$ cat src/source/stream_arb_pkg.sv
package stream_arb_pkg;

    localparam int NUM_PORTS  = 8;
    localparam int FIFO_DEPTH = 4;
    localparam int FIFO_PTR_W = $clog2(FIFO_DEPTH);

    // Payload word.
    typedef logic [15:0] data_t;

    // Port number, also the arbiter pointer.
    typedef logic [2:0] port_id_t;

    // One bit per port.
    typedef logic [NUM_PORTS-1:0] port_vec_t;

    // Port number of a one-hot vector, zero when the vector is empty.
    function automatic port_id_t onehot_to_id(port_vec_t vec);
        port_id_t id;
        id = '0;
        for (int i = 0; i < NUM_PORTS; i++)
        begin
            if (vec[i])
                id = port_id_t'(i);
        end
        return id;
    endfunction

endpackage
$ cat src/source/stream_arb_top.sv
`timescale 1ns/1ps

module stream_arb_top
    import stream_arb_pkg::*;
(
    input  logic      clk,
    input  logic      rst,
    input  port_vec_t in_valid,
    input  data_t     in_data [NUM_PORTS],
    output port_vec_t in_ready,
    output logic      out_valid,
    input  logic      out_ready,
    output data_t     out_data,
    output port_id_t  out_port
);

    port_vec_t avail;
    port_vec_t gnt;
    port_vec_t pop;
    logic      stall;
    logic      load;
    data_t     heads [NUM_PORTS];
    data_t     load_data;
    port_id_t  load_port;

    for (genvar i = 0; i < NUM_PORTS; i++)
    begin : g_port
        port_fifo i_fifo
        (
            .clk      (clk),
            .rst      (rst),
            .wr_valid (in_valid[i]),
            .wr_ready (in_ready[i]),
            .wr_data  (in_data[i]),
            .pop      (pop[i]),
            .head     (heads[i]),
            .avail    (avail[i])
        );
    end

    rr_arbiter i_arbiter
    (
        .clk   (clk),
        .rst   (rst),
        .req   (avail),
        .stall (stall),
        .gnt   (gnt)
    );

    // Nothing moves while the output register is blocked.
    assign pop  = stall ? '0 : gnt;
    assign load = (gnt != '0) && !stall;

    // Grant is one-hot, so an OR of the masked heads is the mux.
    always_comb
    begin
        load_data = '0;
        for (int i = 0; i < NUM_PORTS; i++)
        begin
            if (gnt[i])
                load_data = load_data | heads[i];
        end
    end

    assign load_port = onehot_to_id(gnt);

    out_stage i_out
    (
        .clk       (clk),
        .rst       (rst),
        .load      (load),
        .load_data (load_data),
        .load_port (load_port),
        .stall     (stall),
        .out_valid (out_valid),
        .out_ready (out_ready),
        .out_data  (out_data),
        .out_port  (out_port)
    );

endmodule

$ cat src/source/out_stage.sv
`timescale 1ns/1ps

module out_stage
    import stream_arb_pkg::*;
(
    input  logic     clk,
    input  logic     rst,
    input  logic     load,
    input  data_t    load_data,
    input  port_id_t load_port,
    output logic     stall,
    output logic     out_valid,
    input  logic     out_ready,
    output data_t    out_data,
    output port_id_t out_port
);

    logic     valid_q;
    data_t    data_q;
    port_id_t port_q;

    // Full and not draining.
    assign stall = valid_q && !out_ready;

    assign out_valid = valid_q;
    assign out_data  = data_q;
    assign out_port  = port_q;

    always_ff @(posedge clk or posedge rst)
    begin
        if (rst)
            valid_q <= 1'b0;
        else if (load)
            valid_q <= 1'b1;
        else if (out_ready)
            valid_q <= 1'b0;
    end

    // Load only comes when the register is empty or draining.
    always_ff @(posedge clk)
    begin
        if (load)
        begin
            data_q <= load_data;
            port_q <= load_port;
        end
    end

endmodule

$ cat src/source/rr_arbiter.sv
`timescale 1ns/1ps

module rr_arbiter
    import stream_arb_pkg::*;
(
    input  logic      clk,
    input  logic      rst,
    input  port_vec_t req,
    input  logic      stall,
    output port_vec_t gnt
);

    port_id_t  ptr;
    port_id_t  ptr_next;
    port_vec_t shift_req;
    port_vec_t shift_gnt;
    port_vec_t d_gnt;
    logic      consume;

    // A grant is used up when it is live and the output can take it.
    assign consume = (gnt != '0) && !stall;

    // Start the search one past the port served in this cycle.
    always_comb
    begin
        if (consume)
            ptr_next = onehot_to_id(gnt) + 3'd1;
        else
            ptr_next = ptr;
    end

    // Rotate so that the pointer position sits at bit zero.
    always_comb
    begin
        for (int i = 0; i < NUM_PORTS; i++)
        begin
            shift_req[i] = req[(i + ptr_next) % NUM_PORTS];
        end
    end

    // Lowest set bit wins.
    assign shift_gnt = shift_req & (~shift_req + 1'b1);

    // Rotate the pick back to port order.
    always_comb
    begin
        d_gnt = '0;
        for (int i = 0; i < NUM_PORTS; i++)
        begin
            d_gnt[(i + ptr_next) % NUM_PORTS] = shift_gnt[i];
        end
    end

    // Grant holds while the output is stalled.
    always_ff @(posedge clk or posedge rst)
    begin
        if (rst)
            gnt <= '0;
        else if (!stall)
            gnt <= d_gnt;
    end

    always_ff @(posedge clk or posedge rst)
    begin
        if (rst)
            ptr <= '0;
        else if (!stall)
            ptr <= ptr_next;
    end

endmodule

$ cat src/source/port_fifo.sv
`timescale 1ns/1ps

module port_fifo
    import stream_arb_pkg::*;
(
    input  logic  clk,
    input  logic  rst,
    input  logic  wr_valid,
    output logic  wr_ready,
    input  data_t wr_data,
    input  logic  pop,
    output data_t head,
    output logic  avail
);

    data_t                 mem [FIFO_DEPTH];
    logic [FIFO_PTR_W-1:0] wr_ptr;
    logic [FIFO_PTR_W-1:0] rd_ptr;
    logic [FIFO_PTR_W:0]   count;
    logic [FIFO_PTR_W:0]   ready_cnt;
    logic                  push;
    logic                  fresh;

    assign wr_ready = (count < FIFO_DEPTH);
    assign push     = wr_valid && wr_ready;
    assign head     = mem[rd_ptr];

    // A word written on the last edge is not offered yet.
    assign ready_cnt = fresh ? count - 1'b1 : count;

    // Hide the last offered word while it is being popped.
    always_comb
    begin
        if (pop)
            avail = (ready_cnt > 1);
        else
            avail = (ready_cnt != 0);
    end

    always_ff @(posedge clk)
    begin
        if (push)
            mem[wr_ptr] <= wr_data;
    end

    always_ff @(posedge clk or posedge rst)
    begin
        if (rst)
        begin
            wr_ptr <= '0;
            rd_ptr <= '0;
        end
        else
        begin
            if (push)
                wr_ptr <= wr_ptr + 1'b1;
            if (pop)
                rd_ptr <= rd_ptr + 1'b1;
        end
    end

    always_ff @(posedge clk or posedge rst)
    begin
        if (rst)
            count <= '0;
        else
        begin
            case ({push, pop})
                2'b10:   count <= count + 1'b1;
                2'b01:   count <= count - 1'b1;
                default: count <= count;
            endcase
        end
    end

    always_ff @(posedge clk or posedge rst)
    begin
        if (rst)
            fresh <= 1'b0;
        else
            fresh <= push;
    end

endmodule

$ cat config.mk
export PLATFORM = sky130hd
export DESIGN_NAME = stream_arb_top
export DESIGN_NICKNAME = d
export VERILOG_FILES = /design/src/source/stream_arb_pkg.sv /design/src/source/stream_arb_top.sv /design/src/source/out_stage.sv /design/src/source/rr_arbiter.sv /design/src/source/port_fifo.sv
export SDC_FILE = /design/constraint.sdc
export NUM_CORES = 1
export LEC_CHECK = 0
export BUFFER_PORTS_ARGS = -buffer_cell sky130_fd_sc_hd__buf_2
export CAP_MARGIN = 20
export CORE_MARGIN = 1.5
export CORE_UTILIZATION = 60
export CTS_BUF_LIST = sky130_fd_sc_hd__clkbuf_4 sky130_fd_sc_hd__clkbuf_8
export DETAILED_ROUTE_END_ITERATION = 6
export PLACE_DENSITY = 0.86
export SKIP_CTS_REPAIR_TIMING = 1
export SYNTH_ARGS = -nofsm -noshare
export SYNTH_HDL_FRONTEND = slang
export SYNTH_HIERARCHICAL = 1
export SYNTH_SLANG_ARGS = --single-unit
$ cat constraint.sdc
create_clock -name clk -period 6.65 [get_ports clk]
set_clock_uncertainty 0.1 [all_clocks]
set_input_delay 0.9975 -clock clk [delete_from_list [all_inputs] [get_ports clk]]
set_output_delay 0.9975 -clock clk [all_outputs]
set_load 0.01 [all_outputs]
# [Yosys cells after proc, flatten, opt, wreduce, memory -nomap -nowiden]
# Memories as Yosys holds them, arrays and structs flattened.
# Cells that the tools add are included.
[classes] eq_ne=16 magnitude_cmp=32 add_sub_neg=41 muxes=99 reduce_logical=38 bitwise_logic=10
[op_table] op="two-way mux 16 bit" count=8
[op_table] op="OR 16 bit" count=7
[op_table] op="bitwise mux 8 bit" count=7
[op_table] op="one-hot mux 3 bit (2 select lines)" count=8
[op_table] op="two-way mux 1 bit" count=43
[op_table] op="two-way mux 3 bit" count=14
[op_table] op="adder 2 x 1 -> 2 bit (second input constant)" count=16
[op_table] op="less-than comparator 3 x 4 -> 1 bit (second input constant)" count=8
[op_table] op="adder 3 x 1 -> 3 bit (second input constant)" count=9
[op_table] op="binary-select mux 1 bit (select 3 bit)" count=8
[op_table] op="demux 1 bit (select 3 bit)" count=8
[op_table] op="greater-or-equal comparator 3 x 1 -> 1 bit (second input constant)" count=8
[op_table] op="greater-than comparator 3 x 1 -> 1 bit (second input constant)" count=8
[op_table] op="less-than comparator 3 bit (second input constant)" count=8
[op_table] op="nonzero test 3 bit" count=8
[op_table] op="subtractor 3 x 1 -> 3 bit (second input constant)" count=8
[op_table] op="logical AND 1 bit" count=18
[op_table] op="nonzero test 2 bit" count=9
[op_table] op="bitwise AND 8 bit" count=2
[op_table] op="equality test 2 x 1 -> 1 bit (second input constant)" count=8
[op_table] op="equality test 2 bit (second input constant)" count=8
[op_table] op="adder 3 bit (first input constant)" count=4
[op_table] op="adder 8 x 1 -> 8 bit (second input constant)" count=1
[op_table] op="two-way mux 8 bit" count=1
[op_table] op="other kinds (6)" count=9
[word_totals] memories=8 in_bits=139 out_inout_bits=28 ff_bits=95 ramBits=512 elab_cells=281
[mem_list] name="g_port[0].i_fifo.mem" words=4 width=16 rd=1 rd_ports_with_merged_regs=0 wr=1 line="port_fifo.sv:16" text="data_t mem [FIFO_DEPTH];"
[mem_list] name="g_port[1].i_fifo.mem" words=4 width=16 rd=1 rd_ports_with_merged_regs=0 wr=1 line="port_fifo.sv:16"
[mem_list] name="g_port[2].i_fifo.mem" words=4 width=16 rd=1 rd_ports_with_merged_regs=0 wr=1 line="port_fifo.sv:16"
[mem_list] name="g_port[3].i_fifo.mem" words=4 width=16 rd=1 rd_ports_with_merged_regs=0 wr=1 line="port_fifo.sv:16"
[mem_list] name="g_port[4].i_fifo.mem" words=4 width=16 rd=1 rd_ports_with_merged_regs=0 wr=1 line="port_fifo.sv:16"
[mem_list] name="g_port[5].i_fifo.mem" words=4 width=16 rd=1 rd_ports_with_merged_regs=0 wr=1 line="port_fifo.sv:16"
[mem_list] name="+2 memories"

# [Logic depth before layout (Yosys ltp)]
# Gate-level depths: netlist of the first run.
[logic_depth] ltp_word=24 ltp_mapped=22 depth_no_buf=17

# [Cells and area by module]
# The synthesis of the first run kept the hierarchy.
[by_module_without_submodules] mod="port_fifo" area_each_um2=2831.5 n_inst=8 cells_per_inst=131
[by_module_without_submodules] mod="rr_arbiter" area_each_um2=2296.0 n_inst=1 cells_per_inst=326
[by_module_without_submodules] mod="stream_arb_top" area_each_um2=765.7 n_inst=1 cells_per_inst=115
[by_module_without_submodules] mod="out_stage" area_each_um2=619.3 n_inst=1 cells_per_inst=23

# [Worst setup path after synthesis of the first run]
# OpenSTA, ideal clock, no wires.
[synth_timing] path_type="in2reg" from="input port out_ready" to="register i_arbiter.gnt[0]" stages=20 slack_ps=1193 arrival_time_ps=5215 n_path_buf=5 required_time_ps=6408 cell_sequence="nor2b_4 clkbuf_1 clkinv_1 o21ai_4 nor3_2 nor2_1 inv_2 clkbuf_1 buf_1 ha_1 clkbuf_1 nand2_1 a211oi_4 nor3b_1 or4_4 buf_6 nand3_2 o21ai_0 a211oi_1 o221ai_1"
[synth_between] elab_chain_cells=18
[synth_lines] item="start, declared" line="stream_arb_top.sv:12" text="input logic out_ready,"
[synth_lines] item="logical NOT 1 bit (*)" line="out_stage.sv:23" text="assign stall = valid_q && !out_ready;"
[synth_lines] item="logical AND 1 bit (*)" line="out_stage.sv:23"
[synth_lines] item="logical NOT 1 bit (*)" line="rr_arbiter.sv:21" text="assign consume = (gnt != '0) && !stall;"
[synth_lines] item="logical AND 1 bit (*)" line="rr_arbiter.sv:21"
[synth_lines] item="two-way mux 3 bit (*)" line="rr_arbiter.sv:26" text="if (consume)"
[synth_lines] item="net i_arbiter.ptr_next[0]" line="rr_arbiter.sv:14" text="port_id_t ptr_next;"
[synth_lines] item="adder 1 x 3 -> 3 bit / binary-select mux 1 bit (select 3 bit) (equally long branches)" line="rr_arbiter.sv:37, rr_arbiter.sv:50"
[synth_lines] item="binary-select mux 1 bit (select 3 bit) / two-way mux 1 bit (equally long branches)" line="rr_arbiter.sv:37" text="shift_req[i] = req[(i + ptr_next) % NUM_PORTS];"
[synth_lines] item="two-way mux 1 bit (not written as such) / inverter 8 bit (equally long branches)" line="rr_arbiter.sv:37, rr_arbiter.sv:42"
[synth_lines] item="inverter 8 bit / adder 8 x 1 -> 8 bit (equally long branches)" line="rr_arbiter.sv:42" text="assign shift_gnt = shift_req & (~shift_req + 1'b1);"
[synth_lines] item="adder 8 x 1 -> 8 bit / bitwise AND 8 bit (equally long branches)" line="rr_arbiter.sv:42"
[synth_lines] item="bitwise AND 8 bit, on equally long branches"
[synth_lines] item="bitwise mux 8 bit (6 in a row)" line="rr_arbiter.sv:50" text="d_gnt[(i + ptr_next) % NUM_PORTS] = shift_gnt[i];"
[synth_lines] item="bitwise mux 8 bit (*)" line="rr_arbiter.sv:50"
[synth_lines] item="end signal, assigned" line="rr_arbiter.sv:60" text="gnt <= d_gnt;"
[synth_lines] item="end, declared" line="rr_arbiter.sv:10" text="output port_vec_t gnt"
# Mark *: on every way through the listed nets, which the timed path passes. The rest lies on a longest branch. The select of a mux whose other input is x is not followed.
# A chain may end at the register's enable or synchronous reset.

# [Worst setup path after layout of the first run]
[layout_timing] from="register i_arbiter.gnt[7]" to="register i_arbiter.gnt[0]"
[layout_between] elab_chain_cells=17
[layout_lines] item="two-way mux 3 bit" line="stream_arb_pkg.sv:22" text="if (vec[i])"
[layout_lines] item="two-way mux 3 bit" line="rr_arbiter.sv:26"
[layout_lines] item="adder 3 x 1 -> 3 bit" line="rr_arbiter.sv:27" text="ptr_next = onehot_to_id(gnt) + 3'd1;"
[layout_lines] item="two-way mux 3 bit" line="rr_arbiter.sv:26"
[layout_lines] item="adder 1 x 3 -> 3 bit / binary-select mux 1 bit (select 3 bit) (equally long branches)" line="rr_arbiter.sv:37, rr_arbiter.sv:50"
[layout_lines] item="binary-select mux 1 bit (select 3 bit) / two-way mux 1 bit (equally long branches)" line="rr_arbiter.sv:37"
[layout_lines] item="two-way mux 1 bit (not written as such) / inverter 8 bit (equally long branches)" line="rr_arbiter.sv:37, rr_arbiter.sv:42"
[layout_lines] item="inverter 8 bit / adder 8 x 1 -> 8 bit (equally long branches)" line="rr_arbiter.sv:42"
[layout_lines] item="adder 8 x 1 -> 8 bit / bitwise AND 8 bit (equally long branches)" line="rr_arbiter.sv:42"
[layout_lines] item="bitwise AND 8 bit, on equally long branches"
[layout_lines] item="bitwise mux 8 bit (6 in a row)" line="rr_arbiter.sv:50"
[layout_lines] item="bitwise mux 8 bit (*)" line="rr_arbiter.sv:50"
# Every way passes the cells marked *; elsewhere a longest branch is shown, timed or not. The select of a mux whose other input is x is not followed.

==> qor.csv, run 1 <==
metric;value;unit
Yosys cell types;79;
register area;17800;sq um
commonest non-fill, non-tap cell in the layout;edfxtp_1;
RSZ-0062 raised after global routing;no;
Longest Clk Path Bufs;3;
Via density;6.40;
Yosys Warn Count;6;
Sw Ratio;0.396;
most frequent cells in the layout;edfxtp_1 (531), buf_2 (166), clkbuf_8 (105);
FF+latch count, synth;607;
CTS tree;built;
Worst slew margin;0.263;
die width;212;um
io pins;167;
crit path capture type;flop;
crit path time final;5460;ps
DRT Pass-1 Iters;5;
Critical Path AT;5890;ps
synthesized area;26300;sq um
Syn Nets;1710;
Antenna Nets Post-Route;0;
ys async rst share;0.125;
R2R Setup Slk;1190;ps
Clock power frac;0.208;
initial core utilization;0.610;
CP Class;reg2reg;
Syn Area/Cell;17.4;sq um
top_reg_cell synth;edfxtp_1;
combined area of the multi-input logic cells;7670;sq um
combinational power share;0.411;
DRC violations left;0;
Int Pwr;8.86;mW
Hold Fails Final Rpt;0;
via count;15300;
Final Max Slew Viols;0;
area of placed instances;27600;sq um
hold slack;283;ps
port bufs;166;
final cycle utilization of the critical path;0.821;
met3 track demand over resource;0.0815;
initial antenna violation count;15;
DRT iter0 DRCs;1792;
die area;45200;sq um
first-pass GRT wire length;96.3;mm
Seq/Total Area, Yosys;0.678;
H-tree depth;3;
row count;76;
Worst-Margin Slew;1110;ps
CORE AREA;43200;sq um
Area Growth Syn to Fin;12.1;%
final setup fails;0;
max-cap check violation count;0;
cells after synthesis;1512;
# fillers;2732;
crit path max fanout;13;
Avg WL per Cell;27.3;um
fin nets;1923;
Routed WL;65.5;mm
clock buffer count from CTS;93;
met2 Usage GRT;0.481;
die height;212;um
EDFF count, synth;531;
final setup margin;1190;ps
CTS sink count;607;
setup tns final;0;ps
grt met1 use;0.378;
GRT Total Usage;0.297;
GPL Wtd Cong;1.01;
Leak Pwr;10.6;nW
pin count of the biggest net entering global routing;31;
CTS Root Cell;clkbuf_8;
sequential share of power;0.381;
final instance area;29500;sq um
status;complete, no violations;
DP Worst Slack;1180;ps
pwr dens;497;nW/um^2
worst vdd ir;0.264;mV
HP Class;in2async;
GR Overflow Total;0;
Clock transition at path regs;60;ps
clock insertion delay at the later pin of the skew report;680;ps
Net Switching;5.81;mW
Peak Freq;183;MHz
Final Util;0.683;
post-detailed-placement half-perimeter wirelength;45.2;mm
nature of the critical path startpoint;flop;
CP Data Required Time;7080;ps
gr busiest metal;met2;
share of cells above drive strength 1;0.246;
vias in the first global route;15600;
[worst paths after layout]
path,start,endpoint,cells past startpoint
worst max-delay path,i_arbiter/gnt[7],i_arbiter/gnt[0],15
worst min-delay path,rst,i_out/out_valid,2
worst max register to register,i_arbiter/gnt[7],i_arbiter/gnt[0],15
worst min register to register,g_port[6].i_fifo/count[0],g_port[6].i_fifo/count[0],1
max in group asynchronous,rst,i_arbiter/gnt[0],2
min in group clk,in_data[4],g_port[7].i_fifo/mem[2][4],1
[layer usage]
layer / wire length, um / vias to the layer above
met2: 31700 / 858
met3: 6180 / 194
li1: - / 6541
met1: 24400 / 7735
met4: 3080 / 16
met5: 105 / -
[through the flow]
step	instances	total power [mW]
after CTS	2386	14.5
after global routing	2394	15.3
after floorplan	1512	9.56
final	2396	14.7
after detailed placement	2212	11.5
after global placement	2212	11.3
[cells in the mapped netlist (18+ instances only)]
| cell | count | area, sq um |
|---|---|---|
| clkbuf_1 | 18 | 67.6 |
| mux4_1 | 64 | 1680 |
| edfxtp_1 | 531 | 15900 |
| and2_1 | 34 | 213 |
| nand4_1 | 22 | 138 |
| ha_1 | 59 | 738 |
| nor2_1 | 46 | 173 |
| nand2_1 | 72 | 270 |
| a21oi_1 | 21 | 105 |
| o31ai_1 | 19 | 143 |
| inv_1 | 67 | 251 |
| dfrtp_1 | 76 | 1900 |
| mux2i_1 | 21 | 210 |
| mux4_2 | 64 | 1440 |
| xnor2_1 | 40 | 350 |
| o21ai_0 | 31 | 155 |
| buf_2 | 33 | 165 |
| a22oi_1 | 65 | 488 |
[final cells by class]
cell class,instances,share of cell area
clock inverters,38,0.00691
multi-input cells,755,0.260
inverters,73,0.00929
clock buffers,136,0.0569
well taps,585,0.0248
flip-flops and latches,607,0.605
diodes,7,0.000594
repair buffers,195,0.0367
[critical path, cell delays in order, from the launching register on]
cell and delay (ps):
dfrtp_1 660, a21oi_1 650, nand2_1 130, ha_1 460, a211oi_1 300, a21o_1 140, inv_1 60, ha_1 410
nand2b_1 240, a211oi_4 460, nor3b_1 100, or4_4 690, nand3_2 200, o21ai_0 100, a211oi_1 410, o221ai_1 190
[cells by family after synthesis]
kind of cell               share of synthesized area
buffers and inverters                         0.0310
DFF                                            0.678
and+or+nand+nor                               0.0517
adders and majority gates                     0.0280
AOI/OAI and AO/OA                             0.0648
xor gates and xnor gates                      0.0192
muxes                                          0.127
[state kept, by name, indices dropped and copies added, names as in the netlist]
register              cells
g_port.i_fifo/rd_ptr     16
g_port.i_fifo/mem       512
g_port.i_fifo/count      24
i_arbiter/ptr             3
g_port.i_fifo/wr_ptr     16
i_out/out_valid           1
i_out/out_data           16
g_port.i_fifo/fresh       8
i_arbiter/gnt             8
i_out/out_port            3
[power by group through the flow]
stage,combinational [mW],sequential [mW],clock [mW]
floorplan,4.32,5.23,0
global placement,5.73,5.62,0
global route,6.35,5.66,3.26
CTS,5.82,5.61,3.11
detailed placement,5.77,5.68,0
finish,6.03,5.59,3.05
No activity file was read; power rests on OpenSTA's default activity.
==> run 2, diff against run 1 <==
--- a/config.mk
+++ b/config.mk
@@ -8,7 +8,7 @@
 export BUFFER_PORTS_ARGS = -buffer_cell sky130_fd_sc_hd__buf_2
 export CAP_MARGIN = 20
 export CORE_MARGIN = 1.5
-export CORE_UTILIZATION = 60
+export CORE_UTILIZATION = 57
 export CTS_BUF_LIST = sky130_fd_sc_hd__clkbuf_4 sky130_fd_sc_hd__clkbuf_8
 export DETAILED_ROUTE_END_ITERATION = 6
 export PLACE_DENSITY = 0.86
==> constraint.sdc (replaced) <==
create_clock -name clk -period 4.9 [get_ports clk]
set_clock_uncertainty 0.1 [all_clocks]
set_input_delay 0.735 -clock clk [delete_from_list [all_inputs] [get_ports clk]]
set_output_delay 0.735 -clock clk [all_outputs]
set_load 0.01 [all_outputs]
==> qor.csv, run 2 (synthesis gave the netlist of run 1 again) <==
metric;value;unit;change
max FFs per register;512;;unchanged
H-tree depth;3;;unchanged
Peak Freq;218;MHz;+19%
via count;15400;;+0.36%
CP Class;reg2reg;;
vias in the first global route;15700;;+0.28%
Leak Pwr;10.7;nW;+1.2%
Via density;6.31;;-1.4%
CTS Root Cell;clkbuf_8;;
pin count of the biggest net entering global routing;31;;unchanged
Antenna Nets Post-Route;0;;unchanged
Critical Path AT;5090;ps;-800 ps
status;complete, no violations;;
most frequent cells in the layout;edfxtp_1 (531), buf_2 (167), clkbuf_8 (93);;
final cycle utilization of the critical path;0.936;;+0.115
Hold Fails Final Rpt;0;;unchanged
Clock transition at path regs;90;ps;+30 ps
critical hold path startpoint;in_data[41];;
initial antenna violation count;13;;-2
initial core utilization;0.579;;-0.0309
commonest non-fill, non-tap cell in the layout;edfxtp_1;;
R2R Setup Slk;310;ps;-870 ps
clock insertion delay at the later pin of the skew report;730;ps;+50 ps
post-detailed-placement half-perimeter wirelength;46.2;mm;+2.3%
port bufs;166;;unchanged
Largest Register;g_port.i_fifo/mem;;
DRC violations left;0;;unchanged
setup tns final;0;ps;unchanged
HP Class;in2reg;;
CP Launch Point;i_arbiter/gnt[1];;
CORE AREA;45500;sq um;+5.3%
fin nets;1953;;+1.6%
crit path time final;4590;ps;-876 ps
share of cells above drive strength 1;0.262;;+0.0166
Routed WL;66.4;mm;+1.3%
GPL Wtd Cong;0.973;;-3.3%
worst vdd ir;0.540;mV;+100%
RSZ-0062 raised after global routing;no;;
hold slack;140;ps;-143 ps
die area;47500;sq um;+5.2%
# fillers;3009;;+10%
crit path capture type;flop;;
GR Overflow Total;0;;unchanged
clock buffer count from CTS;93;;unchanged
Setup crit end;i_arbiter/gnt[1];;
final setup fails;0;;unchanged
CP Data Required Time;5400;ps;-1680 ps
Area Growth Syn to Fin;12.9;%;
first-pass GRT wire length;97.7;mm;+1.5%
nature of the critical path startpoint;flop;;
io pins;167;;unchanged
Reg2Reg Capture Point;i_arbiter/gnt[1];;
Avg WL per Cell;27.2;um;-0.50%
Worst slew margin;0.279;;+0.0160
DRT Pass-1 Iters;6;;+1
DRT iter0 DRCs;1746;;-2.6%
Final Max Slew Viols;0;;unchanged
Worst-Margin Slew;1080;ps;-25.2 ps
row count;78;;+2.6%
crit path max fanout;18;;+5
die height;218;um;+2.6%
die width;218;um;+2.6%
max-cap check violation count;0;;unchanged
Largest regs;g_port.i_fifo/mem: 512 flops, g_port.i_fifo/count: 24 flops;;
pwr dens;679;nW/um^2;+37%
Worst R2R Start;i_arbiter/gnt[1];;
CTS sink count;607;;unchanged
CTS tree;built;;
GRT Total Usage;0.284;;-0.0135
worst reg2reg path depth;16;;+1
Longest Clk Path Bufs;3;;unchanged
[run 2: cell types whose count changed in the layout (fill, tap and decap cells not counted), sizes merged]
cell | before | now
buf | 195 | 224
clkbuf | 136 | 129
bufinv | 1 | 4
clkinv | 35 | 32
clkinvlp | 1 | 3
inv | 74 | 76
diode | 7 | 8
dlygate4sd3 | 0 | 1
[run 2: stage by stage]
stage | std cells | total power [mW] | cell area (sq um) | util | setup slack [ps]
floorplan | 1512 | 13.0 | 26300 | - | 15.9
global placement | 2257 | 15.6 | 27800 | 0.611 | 152
detailed placement | 2257 | 15.8 | 27800 | 0.611 | 83.2
CTS | 2428 | 20.1 | 29700 | 0.652 | 208
global route | 2436 | 21.1 | 29700 | 0.654 | 80.5
finish | 2439 | 20.2 | 29700 | 0.654 | 314
[run 2: critical path: stages (launching register included)]
cell,delay [ps]
dfrtp_1,510
buf_4,350
nor2b_2,430
o211ai_1,150
o32ai_1,130
o31ai_1,180
nor2b_1,180
a211oi_1,220
a211oi_1,70
buf_4,170
a211oi_1,440
nor3b_1,260
or4_4,220
nand4_4,160
nor2_1,450
a221oi_1,190
o31ai_1,250
[run 2: cell type report]
| class | count | area, sq um | area share |
|---|---|---|---|
| sequential | 607 | 17800 | 0.600 |
| multi-input combinational | 755 | 7690 | 0.259 |
| clock buffer | 129 | 1550 | 0.0521 |
| timing repair buffer | 225 | 1280 | 0.0431 |
| tap | 600 | 751 | 0.0252 |
| clock inverter | 42 | 323 | 0.0109 |
| inverter | 73 | 275 | 0.00926 |
| antenna | 8 | 20.0 | 0.000673 |
[run 2: worst min-delay path by stage]
stage	to	cells after the start	slack, ps
after CTS	i_out/out_valid	2	-50
after floorplan	i_out/out_valid	1	360
after detailed placement	g_port[2].i_fifo/count[0]	1	420
after global routing	g_port[5].i_fifo/mem[3][1]	1	100
after global placement	g_port[1].i_fifo/count[0]	1	410
final	g_port[5].i_fifo/mem[3][9]	1	140
[run 2: where the power goes]
part           internal (mW)  switching, mW  total [mW]
Clock                   2.28           1.94        4.22
Combinational           3.31           4.96        8.27
Sequential              6.69           1.02        7.71
[run 2: routing by layer]
| layer | global-route usage | vias to the layer above | routed length (um) |
|---|---|---|---|
| met4 | 0.131 | 8 | 2780 |
| li1 | - | 6592 | - |
| met2 | 0.451 | 809 | 32100 |
| met1 | 0.374 | 7852 | 25700 |
| met5 | 0 | - | 45 |
| met3 | 0.0668 | 138 | 5790 |
